==> config.mk <==
export PLATFORM = sky130hd
export DESIGN_NAME = blinky
export DESIGN_NICKNAME = d
export VERILOG_FILES = /design/src/board_pkg.sv /design/src/blinky.sv
export SDC_FILE = /design/constraint.sdc
export NUM_CORES = 1
export LEC_CHECK = 0
export BUFFER_PORTS_ARGS = -buffer_cell sky130_fd_sc_hd__buf_2
export CAP_MARGIN = 20
export CORE_AREA = 8 8 45 47
export DETAILED_ROUTE_END_ITERATION = 8
export DIE_AREA = 0 0 53 55
export GPL_ROUTABILITY_DRIVEN = 0
export HOLD_SLACK_MARGIN = 0.02
export PLACE_DENSITY = 0.39
export SLEW_MARGIN = 40
export SYNTH_ARGS = -nofsm -noshare
export SYNTH_HDL_FRONTEND = slang
export SYNTH_SLANG_ARGS = --single-unit
==> constraint.sdc <==
create_clock -name clk -period 1.28 [get_ports clk]
set_input_delay 0.256 -clock clk [delete_from_list [all_inputs] [get_ports clk]]
set_output_delay 0.256 -clock clk [all_outputs]
set_load 0.01 [all_outputs]
==> src/board_pkg.sv <==
////////////////////
// Shared constants, register map and access types for the console board shell
// Every design file refers to these through board_pkg:: scoped names
////////////////////

package board_pkg;

	// GPIO word width, shared by the register port and the pad ring
	localparam int GPIO_W = 16;

	// Bit 0 is the on-board LED enable and never reaches a pad
	localparam logic [GPIO_W-1:0] GPIO_IS_PAD = 16'hfffe;

	// Cycles the internal reset is held after the synchronised release
	localparam int RST_COUNT = 200;
	localparam int RST_SHIFT = 3; // Depth of the reset synchroniser

	// Heartbeat half period in clocks, kept short so simulation sees many toggles
	localparam int BLINK_HALF = 16;

	localparam int DUTY_W = 8; // PWM duty and counter width

	// Register addresses seen on the register port
	typedef enum logic [2:0] {
		REG_GPIO_OUT = 3'd0, // Output values
		REG_GPIO_OE  = 3'd1, // Output enables, 1 drives the pad
		REG_GPIO_IN  = 3'd2, // Synchronised pad values, read only
		REG_LED_R    = 3'd3,
		REG_LED_G    = 3'd4,
		REG_LED_B    = 3'd5
	} reg_addr_e;

	// One register access, with wen and ren as single cycle strobes
	typedef struct packed {
		logic              wen;
		logic              ren;
		reg_addr_e         addr;
		logic [GPIO_W-1:0] wdata;
	} reg_req_t;

	// Duty values for the RGB LED, one per colour
	typedef struct packed {
		logic [DUTY_W-1:0] r;
		logic [DUTY_W-1:0] g;
		logic [DUTY_W-1:0] b;
	} led_duty_t;

endpackage
==> src/blinky.sv <==
////////////////////
// Heartbeat that toggles every HALF_PERIOD clocks once the board is out of reset
////////////////////

`timescale 1ns/1ps

module blinky #(
	parameter int HALF_PERIOD = board_pkg::BLINK_HALF // Clocks between toggles
) (
	input  logic clk,
	input  logic sys_rst_n,
	output logic heartbeat
);

	typedef logic [$clog2(HALF_PERIOD)-1:0] cnt_t;

	cnt_t cnt; // Counts down to zero then reloads

	always_ff @(posedge clk) begin
		if (!sys_rst_n) begin
			cnt       <= cnt_t'(HALF_PERIOD - 1); // First toggle lands HALF_PERIOD clocks out
			heartbeat <= 1'b0;
		end else if (cnt == '0) begin
			cnt       <= cnt_t'(HALF_PERIOD - 1);
			heartbeat <= ~heartbeat; // One toggle per reload
		end else begin
			cnt <= cnt - cnt_t'(1);
		end
	end

endmodule

==> results_dict.tcl <==
set metrics [dict create \
    status "finished, final reports clean" \
    startpoint_type "flop" \
    final_hold_viol_count 0 \
    ys_seq_area_share_pct 48.5 \
    wl_per_cell_um 8.44 \
    grt_max_degree 5 \
    via_per_inst 3.70 \
    leakagePower_uw 0.000130 \
    grt_antenna_before_repair 0 \
    die_area_sq_um 2920 \
    mostFrequentLayoutCell "dfxtp_1" \
    worstHoldPathType "primary input to flop" \
    instances_no_fill 43 \
    hold_buffers 0 \
    drtAntennaViolNets 0 \
    drtIter0Drc 1 \
    rsz0062_at_grt "false" \
    cts_buffers 3 \
    final-max-slew-violation-count 0 \
    drc 0 \
    yosys_warnings 0 \
    setup_viol 0 \
    dpl_cell_area_sq_um 236 \
    cp_data_arrival_time_ns 1.33 \
    power_density_nw_per_um2 1410 \
    fin_crit_sh_pct 93.9 \
    track_usage_pct 3.39 \
    avgSynthCellArea_sq_um 9.83 \
    vias 159 \
    core-area_sq_um 1380 \
    path_clk_slew_ns 0.04 \
    tritoncts "yes" \
    insertion_delay_ns 0.24 \
    period_minus_slack_ns 1.20 \
    worst_pin_slew_ns 0.248 \
    dp.cells 39 \
    cap_viol_max_count 0 \
    syn_area_sq_um 206 \
    area_growth_pct 27.9 \
    finalNetCount 31 \
    syn_inst 21 \
    grt_pass1_vias 185 \
    start_util_pct 14.9 \
    end_kind "flop" \
    clock.fmax_mhz 832 \
    slew_headroom_pct 83.2 \
    port_buffers 2 \
    worstPathMaxFanout 4 \
    clockRootBuffer "clkbuf_4" \
    final_layout_size_suffix_gt1_share_pct 29.6 \
    overflow 0 \
    ys_ff_latch 5 \
    first_pass_iters 2 \
    irDropWorstVdd_uv 411 \
    stdcell_area_sq_um 264 \
    diodes 0 \
    crit_required_ns 1.41 \
    numClockSinks 5 \
    final_cell_mix "dfxtp_1 (4), inv_1 (3), nand2_1 (3), clkbuf_4 (3), buf_2 (2)" \
    num_rows 14 \
    synth_nets 24 \
    nFillCells 149 \
    final.setup_skew_ns 0.00201 \
    dpl.hpwl_um 270 \
    die_width_um 53 \
    cts.path.max_buffers 2 \
    synth.distinct_cells 13 \
    die_h_um 55 \
    grt_pass1_wl_um 641 \
    h-tree-depth 1 \
    wl_um 363 \
    crit_type "flop to flop" \
    tns_ns 0 \
    pin_count 3 \
    total_power_uw 373 \
]
## where the power goes
| part | total [uW] | switching (uW) | internal, uW |
|---|---|---|---|
| combinational | 21.3 | 9.96 | 11.3 |
| clock | 178 | 60.8 | 118 |
| sequential | 173 | 8.35 | 165 |
## per-stage QoR
step           hold WS [ns]  setup slack (ns)  util (%)
2_1_floorplan         0.318             0.135         -
3_3_place_gp          0.401            0.0775      17.1
3_5_place_dp          0.412            0.0502      17.1
4_1_cts               0.207            0.0419      19.0
5_1_grt               0.216            0.0217      19.1
6_report              0.219            0.0783      19.1
## Yosys cell counts, drive strengths merged
library cell	instances	area [sq um]
xnor2	1	8.76
xor2	1	8.76
inv	3	11.3
a21oi	1	5.00
ha	1	12.5
o21bai	1	7.51
and2b	1	8.76
nor3b	1	12.5
dfxtp	5	100
o21ai	1	5.00
and2	1	6.26
nor4b	1	8.76
nand2	3	11.3
## area by class of cell
class	count	area [sq um]	share of cell area (%)
sequential	5	101	38.4
multi-input combinational	13	95.1	36.0
clock buffer	4	26.3	9.95
inverter	3	11.3	4.27
timing repair buffer	2	10.0	3.79
tap	16	20.0	7.58
## state kept, by name, summed over array words and instances, names as in the netlist
register	count
cnt	4
heartbeat	1
## critical path: stages, from the launching register on
cell	delay, ns
dfxtp_2	0.35
inv_1	0.05
ha_1	0.22
nor3b_2	0.18
xor2_1	0.14
and2_1	0.16
## path summary, 6_finish.rpt
kind,cells after the start,slack (ns),from,end
max reg2reg,5,0.08,cnt[0],heartbeat
max,5,0.08,cnt[0],heartbeat
min reg2reg,1,0.41,cnt[0],cnt[0]
min,2,0.22,sys_rst_n,cnt[2]
## cell families (layout without fill, tap and decap cells)
logic type	Yosys count	count (layout)	synth area share, %
xor gates and xnor gates	2	2	8.49
AOI/OAI and AO/OA	3	3	8.48
adders and majority gates	1	1	6.06
and+or+nand+nor	7	7	23.0
buffers and inverters	3	9	5.45
DFF	5	5	48.5
## routing by layer
layer,global-route usage [%],wire (um),vias to the layer above,share of wire (%)
met2,4.10,170,3,47
met4,7.33,0,0,0
li1,-,-,78,-
met1,2.58,170,78,47
met3,1.87,21,0,5.8
met5,0,0,-,0
## what timing repair did
item | CTS | global route
endpoints found under the setup margin | 0 | 1
gates resized for setup | 0 | 1
setup buffers | 0 | 0
No activity file was read; power rests on OpenSTA's default activity.
