==> src/board_pkg.sv <==
////////////////////
// Shared constants, register map and access types for the console board shell
// Every design file refers to these through board_pkg:: scoped names
////////////////////

package board_pkg;

	// GPIO word width, shared by the register port and the pad ring
	localparam int GPIO_W = 16;

	// Bit 0 is the on-board LED enable and never reaches a pad
	localparam logic [GPIO_W-1:0] GPIO_IS_PAD = 16'hfffe;

	// Cycles the internal reset is held after the synchronised release
	localparam int RST_COUNT = 200;
	localparam int RST_SHIFT = 3; // Depth of the reset synchroniser

	// Heartbeat half period in clocks, kept short so simulation sees many toggles
	localparam int BLINK_HALF = 16;

	localparam int DUTY_W = 8; // PWM duty and counter width

	// Register addresses seen on the register port
	typedef enum logic [2:0] {
		REG_GPIO_OUT = 3'd0, // Output values
		REG_GPIO_OE  = 3'd1, // Output enables, 1 drives the pad
		REG_GPIO_IN  = 3'd2, // Synchronised pad values, read only
		REG_LED_R    = 3'd3,
		REG_LED_G    = 3'd4,
		REG_LED_B    = 3'd5
	} reg_addr_e;

	// One register access, with wen and ren as single cycle strobes
	typedef struct packed {
		logic              wen;
		logic              ren;
		reg_addr_e         addr;
		logic [GPIO_W-1:0] wdata;
	} reg_req_t;

	// Duty values for the RGB LED, one per colour
	typedef struct packed {
		logic [DUTY_W-1:0] r;
		logic [DUTY_W-1:0] g;
		logic [DUTY_W-1:0] b;
	} led_duty_t;

endpackage
==> src/fpga_reset.sv <==
////////////////////
// Board reset generator that synchronises rst_n and stretches the release
////////////////////

`timescale 1ns/1ps

module fpga_reset (
	input  logic clk,
	input  logic rst_n,    // Board reset, may be asynchronous to clk
	output logic sys_rst_n // Internal reset for the rest of the board
);

	// Counter wide enough to reach RST_COUNT itself
	typedef logic [$clog2(board_pkg::RST_COUNT + 1)-1:0] cnt_t;

	logic [board_pkg::RST_SHIFT-1:0] sync_q; // Ones shift in after release
	cnt_t                            cnt;
	logic                            sync_rel;

	assign sync_rel = sync_q[board_pkg::RST_SHIFT-1]; // Release seen by the last stage

	always_ff @(posedge clk) begin
		if (!rst_n) begin
			sync_q <= '0;
		end else begin
			sync_q <= {sync_q[board_pkg::RST_SHIFT-2:0], 1'b1};
		end
	end

	// Count the stretch once the synchroniser has let go, and park at the end
	always_ff @(posedge clk) begin
		if (!rst_n || !sync_rel) begin
			cnt <= '0;
		end else if (cnt != cnt_t'(board_pkg::RST_COUNT)) begin
			cnt <= cnt + cnt_t'(1);
		end
	end

	// Release lands on the same edge that takes the counter to RST_COUNT
	always_ff @(posedge clk) begin
		if (!rst_n || !sync_rel) begin
			sys_rst_n <= 1'b0; // Assertion of the internal reset follows rst_n directly
		end else if (cnt == cnt_t'(board_pkg::RST_COUNT - 1)) begin
			sys_rst_n <= 1'b1;
		end
	end

	// The internal reset may only lift once the full stretch has elapsed
	a_release_after_count : assert property (
		@(posedge clk) $rose(sys_rst_n) |-> (cnt == cnt_t'(board_pkg::RST_COUNT))
	) else $error("sys_rst_n released before the stretch count finished");

endmodule

==> config.mk <==
export PLATFORM = sky130hd
export DESIGN_NAME = fpga_reset
export DESIGN_NICKNAME = d
export VERILOG_FILES = /design/src/board_pkg.sv /design/src/fpga_reset.sv
export SDC_FILE = /design/constraint.sdc
export NUM_CORES = 1
export LEC_CHECK = 0
export BUFFER_PORTS_ARGS = -buffer_cell sky130_fd_sc_hd__buf_2
export CAP_MARGIN = 40
export CORE_MARGIN = 2
export CORE_UTILIZATION = 23
export CTS_BUF_LIST = sky130_fd_sc_hd__clkbuf_4 sky130_fd_sc_hd__clkbuf_8
export CTS_CLUSTER_DIAMETER = 80
export DETAILED_ROUTE_END_ITERATION = 8
export HOLD_SLACK_MARGIN = 0.06
export SYNTH_ARGS = -nofsm -noshare
export SYNTH_HDL_FRONTEND = slang
export SYNTH_SLANG_ARGS = --single-unit
==> constraint.sdc <==
create_clock -name clk -period 1.2 [get_ports clk]
set_input_delay 0.06 -clock clk [delete_from_list [all_inputs] [get_ports clk]]
set_output_delay 0.06 -clock clk [all_outputs]
set_load 0.01 [all_outputs]
==> flow_metrics.tcl <==
set metrics [dict create \
    status "complete, but fails checks" \
    violations "negative setup slack" \
    yosysWarningCount 0 \
    hold_path.class "flop to flop" \
    wire_per_inst_um 10.5 \
    pwr-share-seq_pct 54.3 \
    path_cells "inv_4, ha_4, nand3b_1, o2111ai_2, o41ai_2" \
    fin_setup_tns_ps -16.3 \
    gp_congestion 0.779 \
    grt_max_degree 8 \
    htreeDepth 1 \
    power.share.combinational_pct 2.4 \
    synth_common_cells "12 x dfxtp_1, 4 x o21ai_0, 4 x or3_1" \
    synth_most_common_cell "dfxtp_1" \
    drt_pass1_iterations 3 \
    cts.clk_slew.worst_paths_ps 70 \
    hpwl_um 733 \
    dr_total_vias 418 \
    synthTopCellsByArea "dfxtp_1 47%, nand4bb_4 5.4%, ha_1 4.9%" \
    grt_pass1_wl_um 1660 \
    min-delay-start "sync_q[1]$_SDFF_PN0_" \
    synth-edff-count 0 \
    portBuffers 2 \
    cts_tree "done" \
    grt_pass1_vias 420 \
    worstSetupEndpointType "flop" \
    synth_top_area_share_pct 46.8 \
    leakagePower_uw 0.000237 \
    synthFlopType "dfxtp_1" \
    synth_top_family_by_area "simple AND/OR/NAND/NOR gates" \
    power.switching_uw 145 \
    drt_iter0_markers 4 \
    overflow 0 \
    core_area_mm2 0.00217 \
    finClkSkew_ps 9.70 \
    rsz0062_at_grt "true" \
    rows 17 \
    r2r_cells 5 \
    synthXorXnorAreaFrac_pct 5.12 \
    antenna_cells 0 \
    die_h_um 51.2 \
    routed_wl_um 996 \
    finalNetCount 72 \
    ys_seq_area_share_pct 46.8 \
    grt_usage_pct 8.85 \
    ys_types 22 \
    p_int_uw 592 \
    fin_crit_sh_pct 101 \
    cts_sinks 12 \
    syn_nets 56 \
    viasPerCell 4.40 \
    synth_largest_area_cell "dfxtp_1" \
    finalSetupViolCount 1 \
    yosys.area_share.simple_pct 27.3 \
    antenna_found_initial 0 \
    p_clk_share_pct 43.3 \
    insertion_delay_ps 280 \
    num_io_pins 3 \
    rr_startpoint "cnt[1]$_SDFFE_PP0P_" \
    placedCellCount 88 \
    start_util_pct 23.6 \
    ys_ff_latch 12 \
    cts_buffers 3 \
    drv_slew 0 \
    tightest_slew_ps 266 \
    holdPathStages 1 \
    worstPathArrival_ps 1370 \
    syn_avg_cell_area_um2 9.87 \
    cap_violations 0 \
    peakVddDrop_mv 0.693 \
    cts-root-buf "clkbuf_4" \
    regToRegEndpoint "cnt[1]$_SDFFE_PP0P_" \
    cts_buffer_depth 2 \
    remaining_drc_errors 0 \
    final_util_pct 33.4 \
    syn-cell-area_um2 513 \
    max_freq_mhz 822 \
    critPathKind "flop to flop" \
    cp-start-kind "flop" \
    synthCells 52 \
    drive_gt1_share_pct 44.8 \
    syn2layout_area_growth_pct 41.2 \
    place_area_um2 606 \
    design_area_um2 724 \
    required_ps 1350 \
    synth-async-reset-ratio_pct 0 \
    die_w_um 51.2 \
    min_to "sync_q[2]$_SDFF_PN0_" \
    slowest_stage "dfxtp_4" \
    layout_setup_ws_ps -16.3 \
    synth-compound-area-share_pct 12.7 \
    die_area_mm2 0.00262 \
    final_cells 95 \
    r2r_setup_slack_ps -20 \
    relSlewSlack_pct 82.2 \
    drtAntennaViolNets 0 \
    hold_viol_final 0 \
    synthMuxAreaShare_pct 0 \
    power.density_mw_per_mm2 1020 \
    timing.final.crit_period_ps 1220 \
    swShare_pct 19.7 \
    synth-adder-area-share_pct 4.88 \
    cpPeakStageDelay_ps 360 \
    critPathMaxFanout 5 \
]
[state kept, by name, summed over array words and instances, names as in the netlist]
register	flops
cnt	8
sync_q	3
sys_rst_n	1
[repair_timing]
action,in CTS,in global routing
setup endpoints to repair,1,7
hold buffers,1,0
resized for setup,3,16
hold endpoints to repair,3,0
setup buffers,0,2
pin swaps,1,6
[worst max-delay path, delay by kind of cell, from the launching register on]
family	cells	cell delay, ps
flip-flops	1	360
AO/OA/AOI/OAI	2	360
AND/OR/NAND/NOR	1	200
adder cells (fa/ha/maj)	1	120
buffers and inverters	1	70
[area by class of cell]
| type | count | area [um^2] |
|---|---|---|
| tap | 28 | 35.0 |
| timing repair buffer | 12 | 91.3 |
| fill | 234 | 1450 |
| multi-input combinational | 36 | 295 |
| inverter | 3 | 13.8 |
| sequential | 12 | 253 |
| clock buffer | 4 | 36.3 |
[power by group through the flow]
stage | registers, uW | logic [uW] | clock network (uW)
5_1_grt | 401 | 19.4 | 356
2_1_floorplan | 415 | 6.15 | 0
3_5_place_dp | 416 | 12.3 | 0
4_1_cts | 406 | 15.5 | 337
6_report | 401 | 17.7 | 319
3_3_place_gp | 415 | 11.5 | 0
[metrics by stage]
step | setup WS, ps | power (uW) | hold slack [ps]
3_3_place_gp | 40.3 | 427 | 209
5_1_grt | -97.3 | 776 | 456
2_1_floorplan | 22.3 | 421 | 87.7
4_1_cts | 8.36 | 759 | 442
6_report | -16.3 | 737 | 436
3_5_place_dp | -31.5 | 428 | 214
[worst max-delay path by stage]
| stage | startpoint | to | slack [ps] | cells past startpoint |
|---|---|---|---|---|
| after floorplan | cnt[0]$_SDFFE_PP0P_ | cnt[6]$_SDFFE_PP0P_ | 20 | 4 |
| after global placement | cnt[0]$_SDFFE_PP0P_ | cnt[6]$_SDFFE_PP0P_ | 40 | 4 |
| after detailed placement | cnt[0]$_SDFFE_PP0P_ | cnt[0]$_SDFFE_PP0P_ | -30 | 5 |
| after CTS | cnt[1]$_SDFFE_PP0P_ | cnt[1]$_SDFFE_PP0P_ | 8 | 5 |
| after global routing | cnt[1]$_SDFFE_PP0P_ | cnt[1]$_SDFFE_PP0P_ | -100 | 5 |
| final | cnt[1]$_SDFFE_PP0P_ | cnt[1]$_SDFFE_PP0P_ | -20 | 5 |
[cell families (layout without fill, tap and decap cells)]
| group | after synthesis | in the layout |
|---|---|---|
| simple gates | 21 | 21 |
| flops | 12 | 12 |
| xor+xnor | 3 | 3 |
| compound gates | 10 | 10 |
| buf+inv | 4 | 19 |
| fa+ha+maj | 2 | 2 |
[cells in the final DEF (no fill, tap or decap), types with 2 or more instances in the layout]
master	synthesis	layout
a21oi_1	3	3
o21ai_0	4	3
buf_2	1	2
nor3_1	3	3
xor2_1	2	2
nand3_1	2	2
dfxtp_1	12	8
clkbuf_4	0	3
dfxtp_4	0	3
nand2_1	3	3
or3_1	4	3
buf_4	0	8
and2_1	2	2
[metal layers]
| layer | global-route usage [%] | wire (um) | vias up |
|---|---|---|---|
| li1 | - | - | 215 |
| met1 | 9.03 | 437 | 192 |
| met2 | 14.5 | 490 | 6 |
| met3 | 5.26 | 50 | 5 |
| met4 | 3.95 | 18 | 0 |
| met5 | 0 | 0 | - |
Note: power is estimated with default switching activity, not from simulation.
