**src/board_pkg.sv**
```systemverilog
////////////////////
// Shared constants, register map and access types for the console board shell
// Every design file refers to these through board_pkg:: scoped names
////////////////////

package board_pkg;

	// GPIO word width, shared by the register port and the pad ring
	localparam int GPIO_W = 16;

	// Bit 0 is the on-board LED enable and never reaches a pad
	localparam logic [GPIO_W-1:0] GPIO_IS_PAD = 16'hfffe;

	// Cycles the internal reset is held after the synchronised release
	localparam int RST_COUNT = 200;
	localparam int RST_SHIFT = 3; // Depth of the reset synchroniser

	// Heartbeat half period in clocks, kept short so simulation sees many toggles
	localparam int BLINK_HALF = 16;

	localparam int DUTY_W = 8; // PWM duty and counter width

	// Register addresses seen on the register port
	typedef enum logic [2:0] {
		REG_GPIO_OUT = 3'd0, // Output values
		REG_GPIO_OE  = 3'd1, // Output enables, 1 drives the pad
		REG_GPIO_IN  = 3'd2, // Synchronised pad values, read only
		REG_LED_R    = 3'd3,
		REG_LED_G    = 3'd4,
		REG_LED_B    = 3'd5
	} reg_addr_e;

	// One register access, with wen and ren as single cycle strobes
	typedef struct packed {
		logic              wen;
		logic              ren;
		reg_addr_e         addr;
		logic [GPIO_W-1:0] wdata;
	} reg_req_t;

	// Duty values for the RGB LED, one per colour
	typedef struct packed {
		logic [DUTY_W-1:0] r;
		logic [DUTY_W-1:0] g;
		logic [DUTY_W-1:0] b;
	} led_duty_t;

endpackage
```
**src/board_regs.sv**
```systemverilog
////////////////////
// Register block behind the strobe port, holding GPIO out/oe and the LED duties
// Writes land on the next edge, and read data is registered one cycle after ren
////////////////////

`timescale 1ns/1ps

module board_regs (
	input  logic                              clk,
	input  logic                              sys_rst_n,
	input  board_pkg::reg_req_t               req,
	input  logic [board_pkg::GPIO_W-1:0]      gpio_in,  // Synchronised pad word
	output logic [board_pkg::GPIO_W-1:0]      rdata,
	output logic [board_pkg::GPIO_W-1:0]      gpio_out,
	output logic [board_pkg::GPIO_W-1:0]      gpio_oe,
	output board_pkg::led_duty_t              duty,
	output logic                              led_en    // GPIO bit 0 gates the green LED
);

	// Full register word, duty values are zero extended into it on reads
	typedef logic [board_pkg::GPIO_W-1:0] word_t;

	assign led_en = gpio_out[0];

	// Write decode
	// Accesses during internal reset are dropped by the reset branch
	always_ff @(posedge clk) begin
		if (!sys_rst_n) begin
			gpio_out <= '0;
			gpio_oe  <= '0;
			duty     <= '0; // All LEDs dark until software sets a duty
		end else if (req.wen) begin
			case (req.addr)
				board_pkg::REG_GPIO_OUT: gpio_out <= req.wdata;
				board_pkg::REG_GPIO_OE:  gpio_oe  <= req.wdata;
				// Duty registers keep only the low DUTY_W bits of the word
				board_pkg::REG_LED_R: duty.r <= req.wdata[board_pkg::DUTY_W-1:0];
				board_pkg::REG_LED_G: duty.g <= req.wdata[board_pkg::DUTY_W-1:0];
				board_pkg::REG_LED_B: duty.b <= req.wdata[board_pkg::DUTY_W-1:0];
				default: ; // REG_GPIO_IN is read only and unused codes do nothing
			endcase
		end
	end

	// Read data path
	// rdata holds its last value between reads
	always_ff @(posedge clk) begin
		if (!sys_rst_n) begin
			rdata <= '0;
		end else if (req.ren) begin
			case (req.addr)
				board_pkg::REG_GPIO_OUT: rdata <= gpio_out;
				board_pkg::REG_GPIO_OE:  rdata <= gpio_oe;
				board_pkg::REG_GPIO_IN:  rdata <= gpio_in; // Pad bits synchronised, bit 0 loops back
				board_pkg::REG_LED_R:    rdata <= word_t'(duty.r);
				board_pkg::REG_LED_G:    rdata <= word_t'(duty.g);
				board_pkg::REG_LED_B:    rdata <= word_t'(duty.b);
				default:                 rdata <= '0; // Unmapped addresses read as zero
			endcase
		end
	end

	// The port has no arbitration, so a read and a write in one cycle would be lost
	a_no_wen_ren : assert property (
		@(posedge clk) disable iff (!sys_rst_n)
		!(req.wen && req.ren)
	) else $error("wen and ren high in the same cycle");

	// Pad inputs are owned by gpio_pads and software must never write them
	a_no_write_gpio_in : assert property (
		@(posedge clk) disable iff (!sys_rst_n)
		req.wen |-> (req.addr != board_pkg::REG_GPIO_IN)
	) else $error("write to the read-only REG_GPIO_IN");

	// A write must be visible to a read issued on the following cycle
	a_write_then_read : assert property (
		@(posedge clk) disable iff (!sys_rst_n)
		req.wen && (req.addr == board_pkg::REG_GPIO_OUT) ##1 req.ren &&
		(req.addr == board_pkg::REG_GPIO_OUT) |=> rdata == $past(req.wdata, 2)
	) else $error("GPIO out readback does not match the preceding write");

endmodule

```
**config.mk**
```make
export PLATFORM = sky130hd
export DESIGN_NAME = board_regs
export DESIGN_NICKNAME = d
export VERILOG_FILES = /design/src/board_pkg.sv /design/src/board_regs.sv
export SDC_FILE = /design/constraint.sdc
export NUM_CORES = 1
export LEC_CHECK = 0
export ABC_AREA = 0
export BUFFER_PORTS_ARGS = -buffer_cell sky130_fd_sc_hd__buf_2
export CORE_ASPECT_RATIO = 0.8
export CORE_MARGIN = 4
export CORE_UTILIZATION = 35
export CTS_CLUSTER_SIZE = 25
export DETAILED_ROUTE_END_ITERATION = 10
export PLACE_DENSITY = 0.67
export SETUP_SLACK_MARGIN = 0.02
export SYNTH_ARGS = -nofsm -noshare
export SYNTH_HDL_FRONTEND = slang
export SYNTH_SLANG_ARGS = --single-unit
```
**constraint.sdc**
```tcl
create_clock -name clk -period 1.2 [get_ports clk]
set_input_delay 0.06 -clock clk [delete_from_list [all_inputs] [get_ports clk]]
set_output_delay 0.06 -clock clk [all_outputs]
set_load 0.03 [all_outputs]
```
==> summary.txt <==
Leakage power figure -> 1.974 nW
CP Cell Sequence -> mux2_2 > o2bb2ai_1 > o221a_2
Routed via count -> 3076
Worst path max stage delay -> 0.32 ns
HPWL after detailed placement -> 7574 um
Area of the multi-input gates -> 1684 um^2
Switching share of power -> 0.2589
Outcome -> completed
Wirelength per Cell -> 16.79 um
TritonCTS clock tree -> done
Worst min path class -> input port to flop
Relative slew slack -> 0.6344
Slowest cell on the critical path -> dfxtp_1
Clock sinks -> 72
Num CTS Buffers -> 9
Clock Skew -> 0.008656 ns
Core outline area -> 9154 um^2
Antenna viol nets, final -> 0
Post-CTS Setup Bufs -> 0
Full die area -> 11140 um^2
YS warnings -> 0
Hold Crit Depth -> 3
Number of flops mapped to enable cells by yosys -> 0
Synth Net Count -> 398
Drt first pass iters -> 4
Initial antenna violation count -> 0
Synth unique cells -> 30
Clock buffer depth -> 2
# fillers -> 864
Finish-stage setup viols -> 0
Slew Viols, Final -> 0
Critical Setup Path Class -> flop to flop
Reg power frac -> 0.420
Gate power share -> 0.123
DRC -> 0
Cell count along the critical path -> 3
I/O Pins -> 112
Clock Tree Root -> clkbuf_16
Cell-internal power -> 4.393 mW
Asr flop ratio synth -> 0
Register area -> 1441 um^2
Post-synth top flop -> dfxtp_1
First-pass GRT wire length -> 15210 um
Reg2Reg Depth -> 3
Final RePlAce weighted congestion -> 0.8634
Die height -> 95.22 um
Width of the die -> 117.0 um
Seq/Total Area, Yosys -> 0.4331
Crit-path leading delay family -> compound AO/OA/AOI/OAI gates
Inst Count DP -> 584
DRT iter0 DRCs -> 139
Period utilization -> 0.8964
Largest net degree at the start of global routing -> 45
Final hold viol count -> 0
Initial Utilization -> 0.3636
Later-pin clock latency in the skew report -> 0.34 ns
CP required -> 1.43 ns
Synth Register Bits -> 72
WP buf/inv -> 0
MaxCap Viol Count -> 0
Final Non-Filler Cells -> 609
Dpl ws -> -0.1059 ns
Drt via density -> 5.051
CP startpoint kind -> flop
Area growth from synthesis to layout -> 36.47%
H-tree depth -> 3
Pwr Density -> 1305 nW/um^2
RSZ-0062 raised after global routing -> no
Setup WS post-layout -> 0.1243 ns
Vias in the first global route -> 2924
Synthesized instance count -> 359
Syn Area/Cell -> 9.271 um^2
Fin crit period -> 1.076 ns
Worst slew pin tran -> 0.5473 ns
Row cnt -> 31
VDD IR max -> 0.6720 mV
Critical path endpoint category -> flop
Switching power -> 1.535 mW
Share of layout cells above drive strength 1 -> 0.3550
Synthesized cell area -> 3328 um^2
Fmax -> 929.6 MHz
CP Data Arrival Time -> 1.31 ns
Grt ovf -> 0
Worst-path maximum fanout -> 3
Final #Nets -> 527
Clock transition at path regs -> 0.06 ns
Gr usage total -> 0.1794
Port Buf Inserts -> 111
Clock network fraction of total power -> 0.457
Routed WL -> 10230 um
flip-flops by register name, summed over array words and instances (netlist names):
register	flops
gpio_out	16
duty	24
gpio_oe	16
rdata	16
power by group through the flow:
stage                     sequential (mW)  clock, mW  combinational, mW
after detailed placement             2.54          0              0.708
after global routing                 2.50       2.85              0.780
after CTS                            2.49       2.76              0.730
after global placement               2.54          0              0.697
final                                2.49       2.71              0.727
after floorplan                      2.65          0              0.309
Yosys cell counts (all sizes together) (2+ instances only):
cell	instances	area (um^2)
dfxtp	72	1441
and4b	2	20.02
a32o	8	80.08
clkbuf	12	46.29
nand4b	2	30.03
nand2	96	360.4
a21oi	14	70.07
a21boi	48	360.4
nor2b	10	62.56
o2bb2ai	9	78.83
o21ai	8	40.04
mux2	8	90.09
buf	21	158.9
mux2i	32	320.3
o22a	7	61.31
worst paths after layout:
check,to,slack (ns),start
worst max-delay path,rdata[3],0.12,duty[19]
worst max register to register,rdata[3],0.12,duty[19]
worst min register to register,gpio_out[9],0.47,gpio_out[9]
worst min-delay path,gpio_out[2],0.01,req[2]
metrics by stage:
step	util	setup TNS [ns]	total power, mW	cell area [um^2]	hold WS, ns
after floorplan	-	0	2.963	3328	0.1949
after global placement	0.4541	-1.149	3.239	4156	0.3130
after detailed placement	0.4541	-2.759	3.251	4156	0.3204
after CTS	0.4959	0	5.983	4539	0.01565
after global routing	0.4959	0	6.121	4539	0.02980
final	0.4962	0	5.928	4542	0.01417
tightest hold or removal path: cells and delay by family:
family / cells / cell delay (ns)
simple gates: 1 / 0.06
buf+inv: 1 / 0.13
compound gates: 1 / 0.05
cell usage in the layout (no fill, tap or decap), types with 2 or more instances in the layout:
master         netlist  routed
mux2i_1             32      32
o22a_1               7       7
a21oi_1             14      14
buf_12               0       7
a32o_1               8       8
buf_4                5      25
nand4b_2             2       2
mux2_2               8       8
nand2_1             96      96
o2bb2ai_1            9       9
nor2b_1             10      10
a21boi_0            29      29
clkbuf_16            0       9
and4b_1              2       2
dfxtp_1             72      72
dlygate4sd3_1        0       8
buf_2                7     111
inv_6                0       3
o21ai_0              8       8
a21boi_1            19      19
routing by layer:
layer | track usage | wire length, um
met1 | 0.2258 | 4612
met2 | 0.2950 | 4815
met3 | 0.05711 | 664
met4 | 0.05253 | 135
met5 | 0 | 0
cell families after synthesis:
| group | count (synthesis) | synth area share |
|---|---|---|
| flip-flops | 72 | 0.4331 |
| multiplexers | 40 | 0.1233 |
| AND/OR/NAND/NOR | 118 | 0.1699 |
| AO/OA/AOI/OAI | 95 | 0.2109 |
| buffers and inverters | 34 | 0.06278 |
area by class of cell:
class / count / area share
inverters: 1 / 0.0008264
clock inverters: 7 / 0.01708
multi-input cells: 253 / 0.3708
clock buffers: 9 / 0.04959
well taps: 115 / 0.03168
repair buffers: 151 / 0.2121
diodes: 1 / 0.0005510
flip-flops and latches: 72 / 0.3174
repair_timing:
item                                   4_1_cts  5_1_grt
hold buffers                                 8        0
resized for setup                            0        0
endpoints found under the hold margin       16        0
No activity file was read; power rests on OpenSTA's default activity.
