## src/board_pkg.sv

```systemverilog
////////////////////
// Shared constants, register map and access types for the console board shell
// Every design file refers to these through board_pkg:: scoped names
////////////////////

package board_pkg;

	// GPIO word width, shared by the register port and the pad ring
	localparam int GPIO_W = 16;

	// Bit 0 is the on-board LED enable and never reaches a pad
	localparam logic [GPIO_W-1:0] GPIO_IS_PAD = 16'hfffe;

	// Cycles the internal reset is held after the synchronised release
	localparam int RST_COUNT = 200;
	localparam int RST_SHIFT = 3; // Depth of the reset synchroniser

	// Heartbeat half period in clocks, kept short so simulation sees many toggles
	localparam int BLINK_HALF = 16;

	localparam int DUTY_W = 8; // PWM duty and counter width

	// Register addresses seen on the register port
	typedef enum logic [2:0] {
		REG_GPIO_OUT = 3'd0, // Output values
		REG_GPIO_OE  = 3'd1, // Output enables, 1 drives the pad
		REG_GPIO_IN  = 3'd2, // Synchronised pad values, read only
		REG_LED_R    = 3'd3,
		REG_LED_G    = 3'd4,
		REG_LED_B    = 3'd5
	} reg_addr_e;

	// One register access, with wen and ren as single cycle strobes
	typedef struct packed {
		logic              wen;
		logic              ren;
		reg_addr_e         addr;
		logic [GPIO_W-1:0] wdata;
	} reg_req_t;

	// Duty values for the RGB LED, one per colour
	typedef struct packed {
		logic [DUTY_W-1:0] r;
		logic [DUTY_W-1:0] g;
		logic [DUTY_W-1:0] b;
	} led_duty_t;

endpackage
```

## src/led_pwm.sv

```systemverilog
////////////////////
// Three channel PWM for the RGB LED, all colours sharing one free running counter
////////////////////

`timescale 1ns/1ps

module led_pwm (
	input  logic                 clk,
	input  logic                 sys_rst_n,
	input  board_pkg::led_duty_t duty,
	input  logic                 led_en,  // Green enable from GPIO bit 0
	output logic                 led_r,
	output logic                 led_g,
	output logic                 led_b
);

	logic [board_pkg::DUTY_W-1:0] cnt; // Wraps every 256 clocks

	always_ff @(posedge clk) begin
		if (!sys_rst_n) begin
			cnt <= '0;
		end else begin
			cnt <= cnt + 1'b1;
		end
	end

	// Each output is high while the counter sits below its duty,
	// so one full counter period gives exactly duty high cycles
	always_ff @(posedge clk) begin
		if (!sys_rst_n) begin
			led_r <= 1'b0;
			led_g <= 1'b0;
			led_b <= 1'b0;
		end else begin
			led_r <= cnt < duty.r;
			led_g <= (cnt < duty.g) && led_en; // Green follows the GPIO LED enable as well
			led_b <= cnt < duty.b;
		end
	end

endmodule

```

## config.mk

```make
export PLATFORM = sky130hd
export DESIGN_NAME = led_pwm
export DESIGN_NICKNAME = d
export VERILOG_FILES = /design/src/board_pkg.sv /design/src/led_pwm.sv
export SDC_FILE = /design/constraint.sdc
export NUM_CORES = 1
export LEC_CHECK = 0
export BUFFER_PORTS_ARGS = -buffer_cell sky130_fd_sc_hd__buf_2
export CORE_MARGIN = 5
export CORE_UTILIZATION = 45
export DETAILED_ROUTE_END_ITERATION = 8
export HOLD_SLACK_MARGIN = 0.03
export PLACE_DENSITY = 0.85
export SLEW_MARGIN = 40
export SYNTH_ARGS = -nofsm -noshare
export SYNTH_HDL_FRONTEND = slang
export SYNTH_SLANG_ARGS = --single-unit
```

## constraint.sdc

```tcl
create_clock -name clk -period 1.4 [get_ports clk]
set_input_delay 0.28 -clock clk [delete_from_list [all_inputs] [get_ports clk]]
set_output_delay 0.28 -clock clk [all_outputs]
set_load 0.02 [all_outputs]
```

==> results of run 1 <==
[cells by family (layout without fill, tap and decap cells)]
group,count (synthesis),count (layout),synth area share (%)
AO/OA/AOI/OAI,18,18,14.8
flip-flops,11,11,23.9
adder cells (fa/ha/maj),22,22,29.9
buffers and inverters,22,60,8.98
XOR/XNOR,6,6,5.71
AND/OR/NAND/NOR,27,27,16.6
[path summary, 6_finish.rpt]
| kind | endpoint | slack [ps] |
|---|---|---|
| worst max-delay path | led_b$_SDFF_PN0_ | -80 |
| worst min-delay path | led_g$_SDFF_PN0_ | 320 |
| worst max register to register | led_b$_SDFF_PN0_ | -80 |
| worst min register to register | cnt[0]$_SDFF_PN0_ | 510 |
[sequential cells by signal, summed over array words and instances (netlist names)]
register / count
cnt: 8
led_r: 1
led_b: 1
led_g: 1
[stage by stage]
| step | setup WS [ps] | instances | hold slack, ps | TNS, ps |
|---|---|---|---|---|
| after global routing | -106 | 171 | 312 | -201 |
| final | -84.8 | 171 | 321 | -84.8 |
| after detailed placement | -135 | 167 | 494 | -278 |
| after floorplan | -7.40 | 106 | 451 | -7.40 |
| after CTS | -70.8 | 171 | 317 | -99.9 |
| after global placement | -115 | 167 | 491 | -174 |
[routing by layer]
metal / global-route usage (%) / wire, um / vias to the layer above
li1: - / - / 439
met1: 12.6 / 853 / 407
met2: 26.4 / 1130 / 28
met3: 4.90 / 133 / 7
met4: 7.99 / 49 / 0
met5: 0 / 0 / -
[power breakdown]
part | internal, mW | leakage (nW) | switching [mW]
sequential | 0.322 | 0.0932 | 0.00828
clock | 0.110 | 0.0150 | 0.114
combinational | 0.0895 | 0.592 | 0.0843
[tightest hold or removal path, delay by kind of cell]
kind,cells,cell delay [ps]
AO/OA/AOI/OAI,2,130
buffers and inverters,1,100
AND/OR/NAND/NOR,1,50
[cell usage in the layout (no fill, tap or decap), types with 2 or more instances in the layout]
cell type,instances
clkbuf_4,3
xor2_1,2
nor2_1,2
a21oi_1,3
o21ai_0,2
nand3b_1,2
buf_4,6
nand3_1,4
xnor2_1,4
dfxtp_2,3
a22o_1,2
and3_1,2
ha_1,19
o21a_1,2
dfxtp_1,6
nand2_1,4
inv_1,20
nand2b_1,3
dfxtp_4,2
buf_2,29
and2_1,7
ha_4,3
o211ai_1,2
[cell type report]
cell class	count	area, um2	area share, %
multi-input cells	73	668	54.4
inverters	21	78.8	6.42
well taps	27	33.8	2.75
clock buffers	4	26.3	2.14
flip-flops and latches	11	231	18.8
repair buffers	35	190	15.5
[repair_timing]
action | 4_1_cts | 5_1_grt
hold endpoints to repair | 0 | 0
setup endpoints to repair | 3 | 3
gates resized for setup | 3 | 2
pin swaps | 0 | 2
cloned | 0 | 0
[Yosys cell counts (all sizes together), types with 2 or more instances]
master	n	area share, %
o21a	2	1.6
a21oi	4	2.2
o21ai	3	1.6
nand2	4	1.6
nand2b	3	2.0
a41oi	2	2.7
xnor2	4	3.8
nand3	4	2.2
dfxtp	11	24
a22o	2	1.9
ha	22	30
o211ai	3	3.0
and3	2	1.4
inv	21	8.6
and2	7	4.8
nor2	2	0.82
nand3b	2	1.6
xor2	2	1.9
==> impl_metrics.json, run 1 <==
{
  "power_uw": 729,
  "io_buffers": 29,
  "cts_tree": "done",
  "grt_pass1_wl_um": 3470,
  "drive_gt1_share_pct": 36.1,
  "max_stage_delay_ps": 480,
  "ys.flop_type": "dfxtp_1",
  "rsz0062_at_grt": "yes",
  "areaGrowthSynthToFinish_pct": 33.6,
  "synth_cell_type_count": 26,
  "required_ps": 1600,
  "finalCritPeriodShare_pct": 106,
  "start_kind": "register",
  "cts_buffer_depth": 2,
  "cts_max_level": 1,
  "crit_cells": 4,
  "ant_nets": 0,
  "viasPerCell": 5.15,
  "hold_start": "led_en",
  "worstSetupPathType": "reg -> reg",
  "outcome": "complete, but fails checks",
  "num_io_pins": 30,
  "post-route-drc-count": 0,
  "ys_seq_elements": 11,
  "globalRoute.totalOverflow": 0,
  "yosysSeqAreaShare_pct": 23.9,
  "yosysWarnings": 0,
  "numCtsBuffers": 3,
  "path_max_fanout": 3,
  "hold_viol_final": 0,
  "dieHeight_um": 55.2,
  "stdcell_area_um2": 1230,
  "setup_violations": 1,
  "die-width_um": 55.2,
  "cts_root_buf": "clkbuf_4",
  "max_freq_mhz": 674,
  "nets": 194,
  "cap_violations": 0,
  "crit_start": "cnt[5]$_SDFF_PN0_",
  "crit_path_cell_trace": "ha_4 > a22o_1 > or4_4 > a41oi_2",
  "violations": "negative setup slack",
  "slowest_stage": "or4_4",
  "drtIter0Drc": 9,
  "power_density_nw_per_um2": 593,
  "hold_depth": 4,
  "final_core_util_pct": 62.6,
  "slew_viol_final": 0,
  "p_leak_nw": 0.700,
  "async_reset_ff_share_pct": 0,
  "wirelength_um": 2160,
  "grt_max_degree": 12,
  "netlist_instances": 106,
  "dr.pass1.iters": 4,
  "tightest_slew_ps": 229,
  "clock_sinks": 11,
  "worstSkewPairLatency_ps": 280,
  "fin_ws_ps": -84.8,
  "slew_headroom_pct": 84.6,
  "fin_crit_ps": 1480,
  "cpLargestDelayFamily": "simple AND/OR/NAND/NOR gates",
  "start_util_pct": 46.9,
  "die_area_um2": 3050,
  "antenna_cells": 0,
  "wl_per_cell_um": 12.6,
  "grt_usage_pct": 14.0,
  "synth_edf_count": 0,
  "path_clk_slew_ps": 80,
  "postCtsSetupRepairBufs": 0,
  "min_path_type": "in -> reg",
  "cp.arrival_ps": 1680,
  "ff2ff_path_depth": 4,
  "vias": 881,
  "dpl.hpwl_um": 1730,
  "ir_drop_mv": 0.343,
  "r2r_start": "cnt[5]$_SDFF_PN0_",
  "coreArea_um2": 1960,
  "syn_area_per_cell_um2": 8.68,
  "crit_buf_inv": 0,
  "place.gp.congestion": 0.773,
  "placementRows": 16,
  "fin_skew_ps": 9.08,
  "syn_area_um2": 920,
  "antenna_found_initial": 0,
  "hold_buffers": 0,
  "place_area_um2": 1180,
  "nFillCells": 161,
  "grt_pass1_vias": 873,
  "end_kind": "register",
  "syn_nets": 155
}
Power figures use the tool's default switching activity.
==> run 2, diff against run 1 <==
--- a/config.mk
+++ b/config.mk
@@ -9,6 +9,7 @@
 export CORE_MARGIN = 5
 export CORE_UTILIZATION = 45
 export DETAILED_ROUTE_END_ITERATION = 8
+export GPL_TIMING_DRIVEN = 0
 export HOLD_SLACK_MARGIN = 0.03
 export PLACE_DENSITY = 0.85
 export SLEW_MARGIN = 40
==> constraint.sdc (replaced) <==
create_clock -name clk -period 1.4 [get_ports clk]
set_input_delay 0.07 -clock clk [delete_from_list [all_inputs] [get_ports clk]]
set_output_delay 0.07 -clock clk [all_outputs]
set_load 0.02 [all_outputs]
==> run 2 against run 1 <==
Effect of this change:
- the run still ends with negative setup slack left
- non-clock buffer count down 2
- combinational power decreased by 8%
- cell count decreased by 1.2%
- cell area down 0.41%
- first-iteration DRC count grew 140%
- clock skew decreased by 6.5 ps
- hold slack worse by 210 ps
- critical path depth unchanged
- sequential power barely moved
- register-to-register slack better by 20 ps
- fmax grew 1.2%
- critical path type unchanged
==> impl_metrics.json, run 2 (synthesized netlist as in run 1, its figures left out) <==
{
  "grt_pass1_vias": 818,
  "dr.pass1.iters": 4,
  "largest_reg_flops": 8,
  "hold_buffers": 0,
  "coreArea_um2": 1960,
  "io_buffers": 29,
  "viasPerCell": 4.91,
  "final_common_cell": "buf_2",
  "grt_pass1_wl_um": 3290,
  "regArea_um2": 234,
  "end_kind": "register",
  "p_leak_nw": 0.685,
  "final_core_util_pct": 62.4,
  "globalRoute.totalOverflow": 0,
  "cpLargestDelayFamily": "simple AND/OR/NAND/NOR gates",
  "seqPwrFrac_pct": 47.6,
  "drive_gt1_share_pct": 33.8,
  "path_clk_slew_ps": 60,
  "antenna_cells": 0,
  "wl_per_cell_um": 11.9,
  "mostFrequentLayoutCells": "29 x buf_2, 21 x inv_1, 17 x ha_1",
  "start_util_pct": 46.9,
  "place.gp.congestion": 0.782,
  "cts_buffer_depth": 2,
  "power_uw": 700,
  "fin_skew_ps": 2.57,
  "switching_share_pct": 26.7,
  "regMostFlops": "cnt",
  "max_stage_delay_ps": 480,
  "worstSkewPairLatency_ps": 260,
  "ir_drop_mv": 0.485,
  "p_switching_uw": 187,
  "areaGrowthSynthToFinish_pct": 33.1,
  "r2r_slack_ps": -70,
  "cts_tree": "done",
  "fin_ws_ps": -66.8,
  "slowest_stage": "or4_1",
  "dieHeight_um": 55.2,
  "cts_root_buf": "clkbuf_4",
  "crit_buf_inv": 0,
  "finalCritPeriodShare_pct": 105,
  "hold_viol_final": 0,
  "grt_max_degree": 11,
  "rsz0062_at_grt": "yes",
  "numCtsBuffers": 3,
  "path_max_fanout": 4,
  "grt_usage_pct": 13.0,
  "p_int_uw": 513,
  "fin_crit_ps": 1470,
  "cts_max_level": 1,
  "dpl.hpwl_um": 1600,
  "wl_met3_um": 113,
  "clock_sinks": 11,
  "min_path_type": "in -> reg",
  "clkPwrFrac_pct": 29.5,
  "placementRows": 16,
  "post-route-drc-count": 0,
  "multi_input_area_um2": 676,
  "wl_met2_um": 1120,
  "cap_violations": 0,
  "vias": 830,
  "wirelength_um": 2020,
  "crit_path_cell_trace": "ha_4 > a22o_1 > or4_1 > a41oi_2",
  "met1Wirelength_um": 769,
  "cp.arrival_ps": 1660,
  "power_density_nw_per_um2": 572,
  "outcome": "complete, but fails checks",
  "ant_nets": 0,
  "die-width_um": 55.2,
  "start_kind": "register",
  "setup_violations": 1,
  "die_area_um2": 3050,
  "nets": 192,
  "tightest_slew_ps": 394,
  "required_ps": 1590,
  "slew_headroom_pct": 73.8,
  "max_freq_mhz": 682,
  "power_frac_comb_pct": 22.9,
  "nFillCells": 162,
  "drtIter0Drc": 22,
  "antenna_found_initial": 0,
  "slew_viol_final": 0,
  "violations": "negative setup slack",
  "num_io_pins": 30,
  "worstSetupPathType": "reg -> reg",
  "routed.top_layer": "met4",
  "place_ws_ps": -51.6
}
==> run 2: cell types whose count changed in the layout (fill, tap and decap cells not counted) <==
cell,change
a21oi_1,+1
a21oi_2,-1
buf_4,-4
buf_6,+1
clkbuf_1,+1
dfxtp_2,-1
dfxtp_4,+1
ha_1,-2
ha_2,+1
ha_4,+1
inv_1,+1
inv_2,-1
or4_1,+1
or4_4,-1
==> run 2: final timing paths <==
check,cells past startpoint,start,endpoint
max,4,cnt[5]$_SDFF_PN0_,led_b$_SDFF_PN0_
min,4,led_en,led_g$_SDFF_PN0_
max reg2reg,4,cnt[5]$_SDFF_PN0_,led_b$_SDFF_PN0_
min reg2reg,1,cnt[0]$_SDFF_PN0_,cnt[0]$_SDFF_PN0_
==> run 2: cell type report <==
cell class,instances,area share [%]
clock buffer,4,2.15
timing repair buffer,32,14.0
inverter,21,6.44
multi-input combinational,73,55.2
buffer,1,0.307
tap,27,2.76
sequential,11,19.1
==> run 2: metal layers <==
layer / GRT usage, % / up-vias
met3: 5.36 / 2
met5: 0 / -
met2: 26.4 / 19
li1: - / 436
met1: 12.4 / 373
met4: 1.04 / 0
==> run 2: worst min-delay path, cell delays in order <==
cell      delay (ps)
buf_2             90
nand2_1           50
a211oi_1          40
o21a_1            90
==> run 2: power by group through the flow <==
stage | registers [mW] | logic, mW | clock network, mW
after floorplan | 0.345 | 0.0880 | 0
after global placement | 0.342 | 0.144 | 0
after detailed placement | 0.343 | 0.152 | 0
after CTS | 0.334 | 0.156 | 0.212
after global routing | 0.335 | 0.184 | 0.227
final | 0.333 | 0.160 | 0.206
==> run 2: timing repair <==
action | CTS | global route
resized for setup | 3 | 5
endpoints found under the setup margin | 2 | 3
setup buffers | 3 | 0
pin swaps | 1 | 2
==> run 2: through the flow <==
stage | hold WS (ps) | setup TNS, ps | instances | instance area (um2)
CTS | 110 | -56.9 | 169 | 1190
detailed placement | 391 | -103 | 162 | 1130
floorplan | 276 | -7.40 | 106 | 956
global placement | 392 | -67.9 | 162 | 1130
finish | 113 | -66.8 | 169 | 1220
global route | 126 | -139 | 169 | 1220
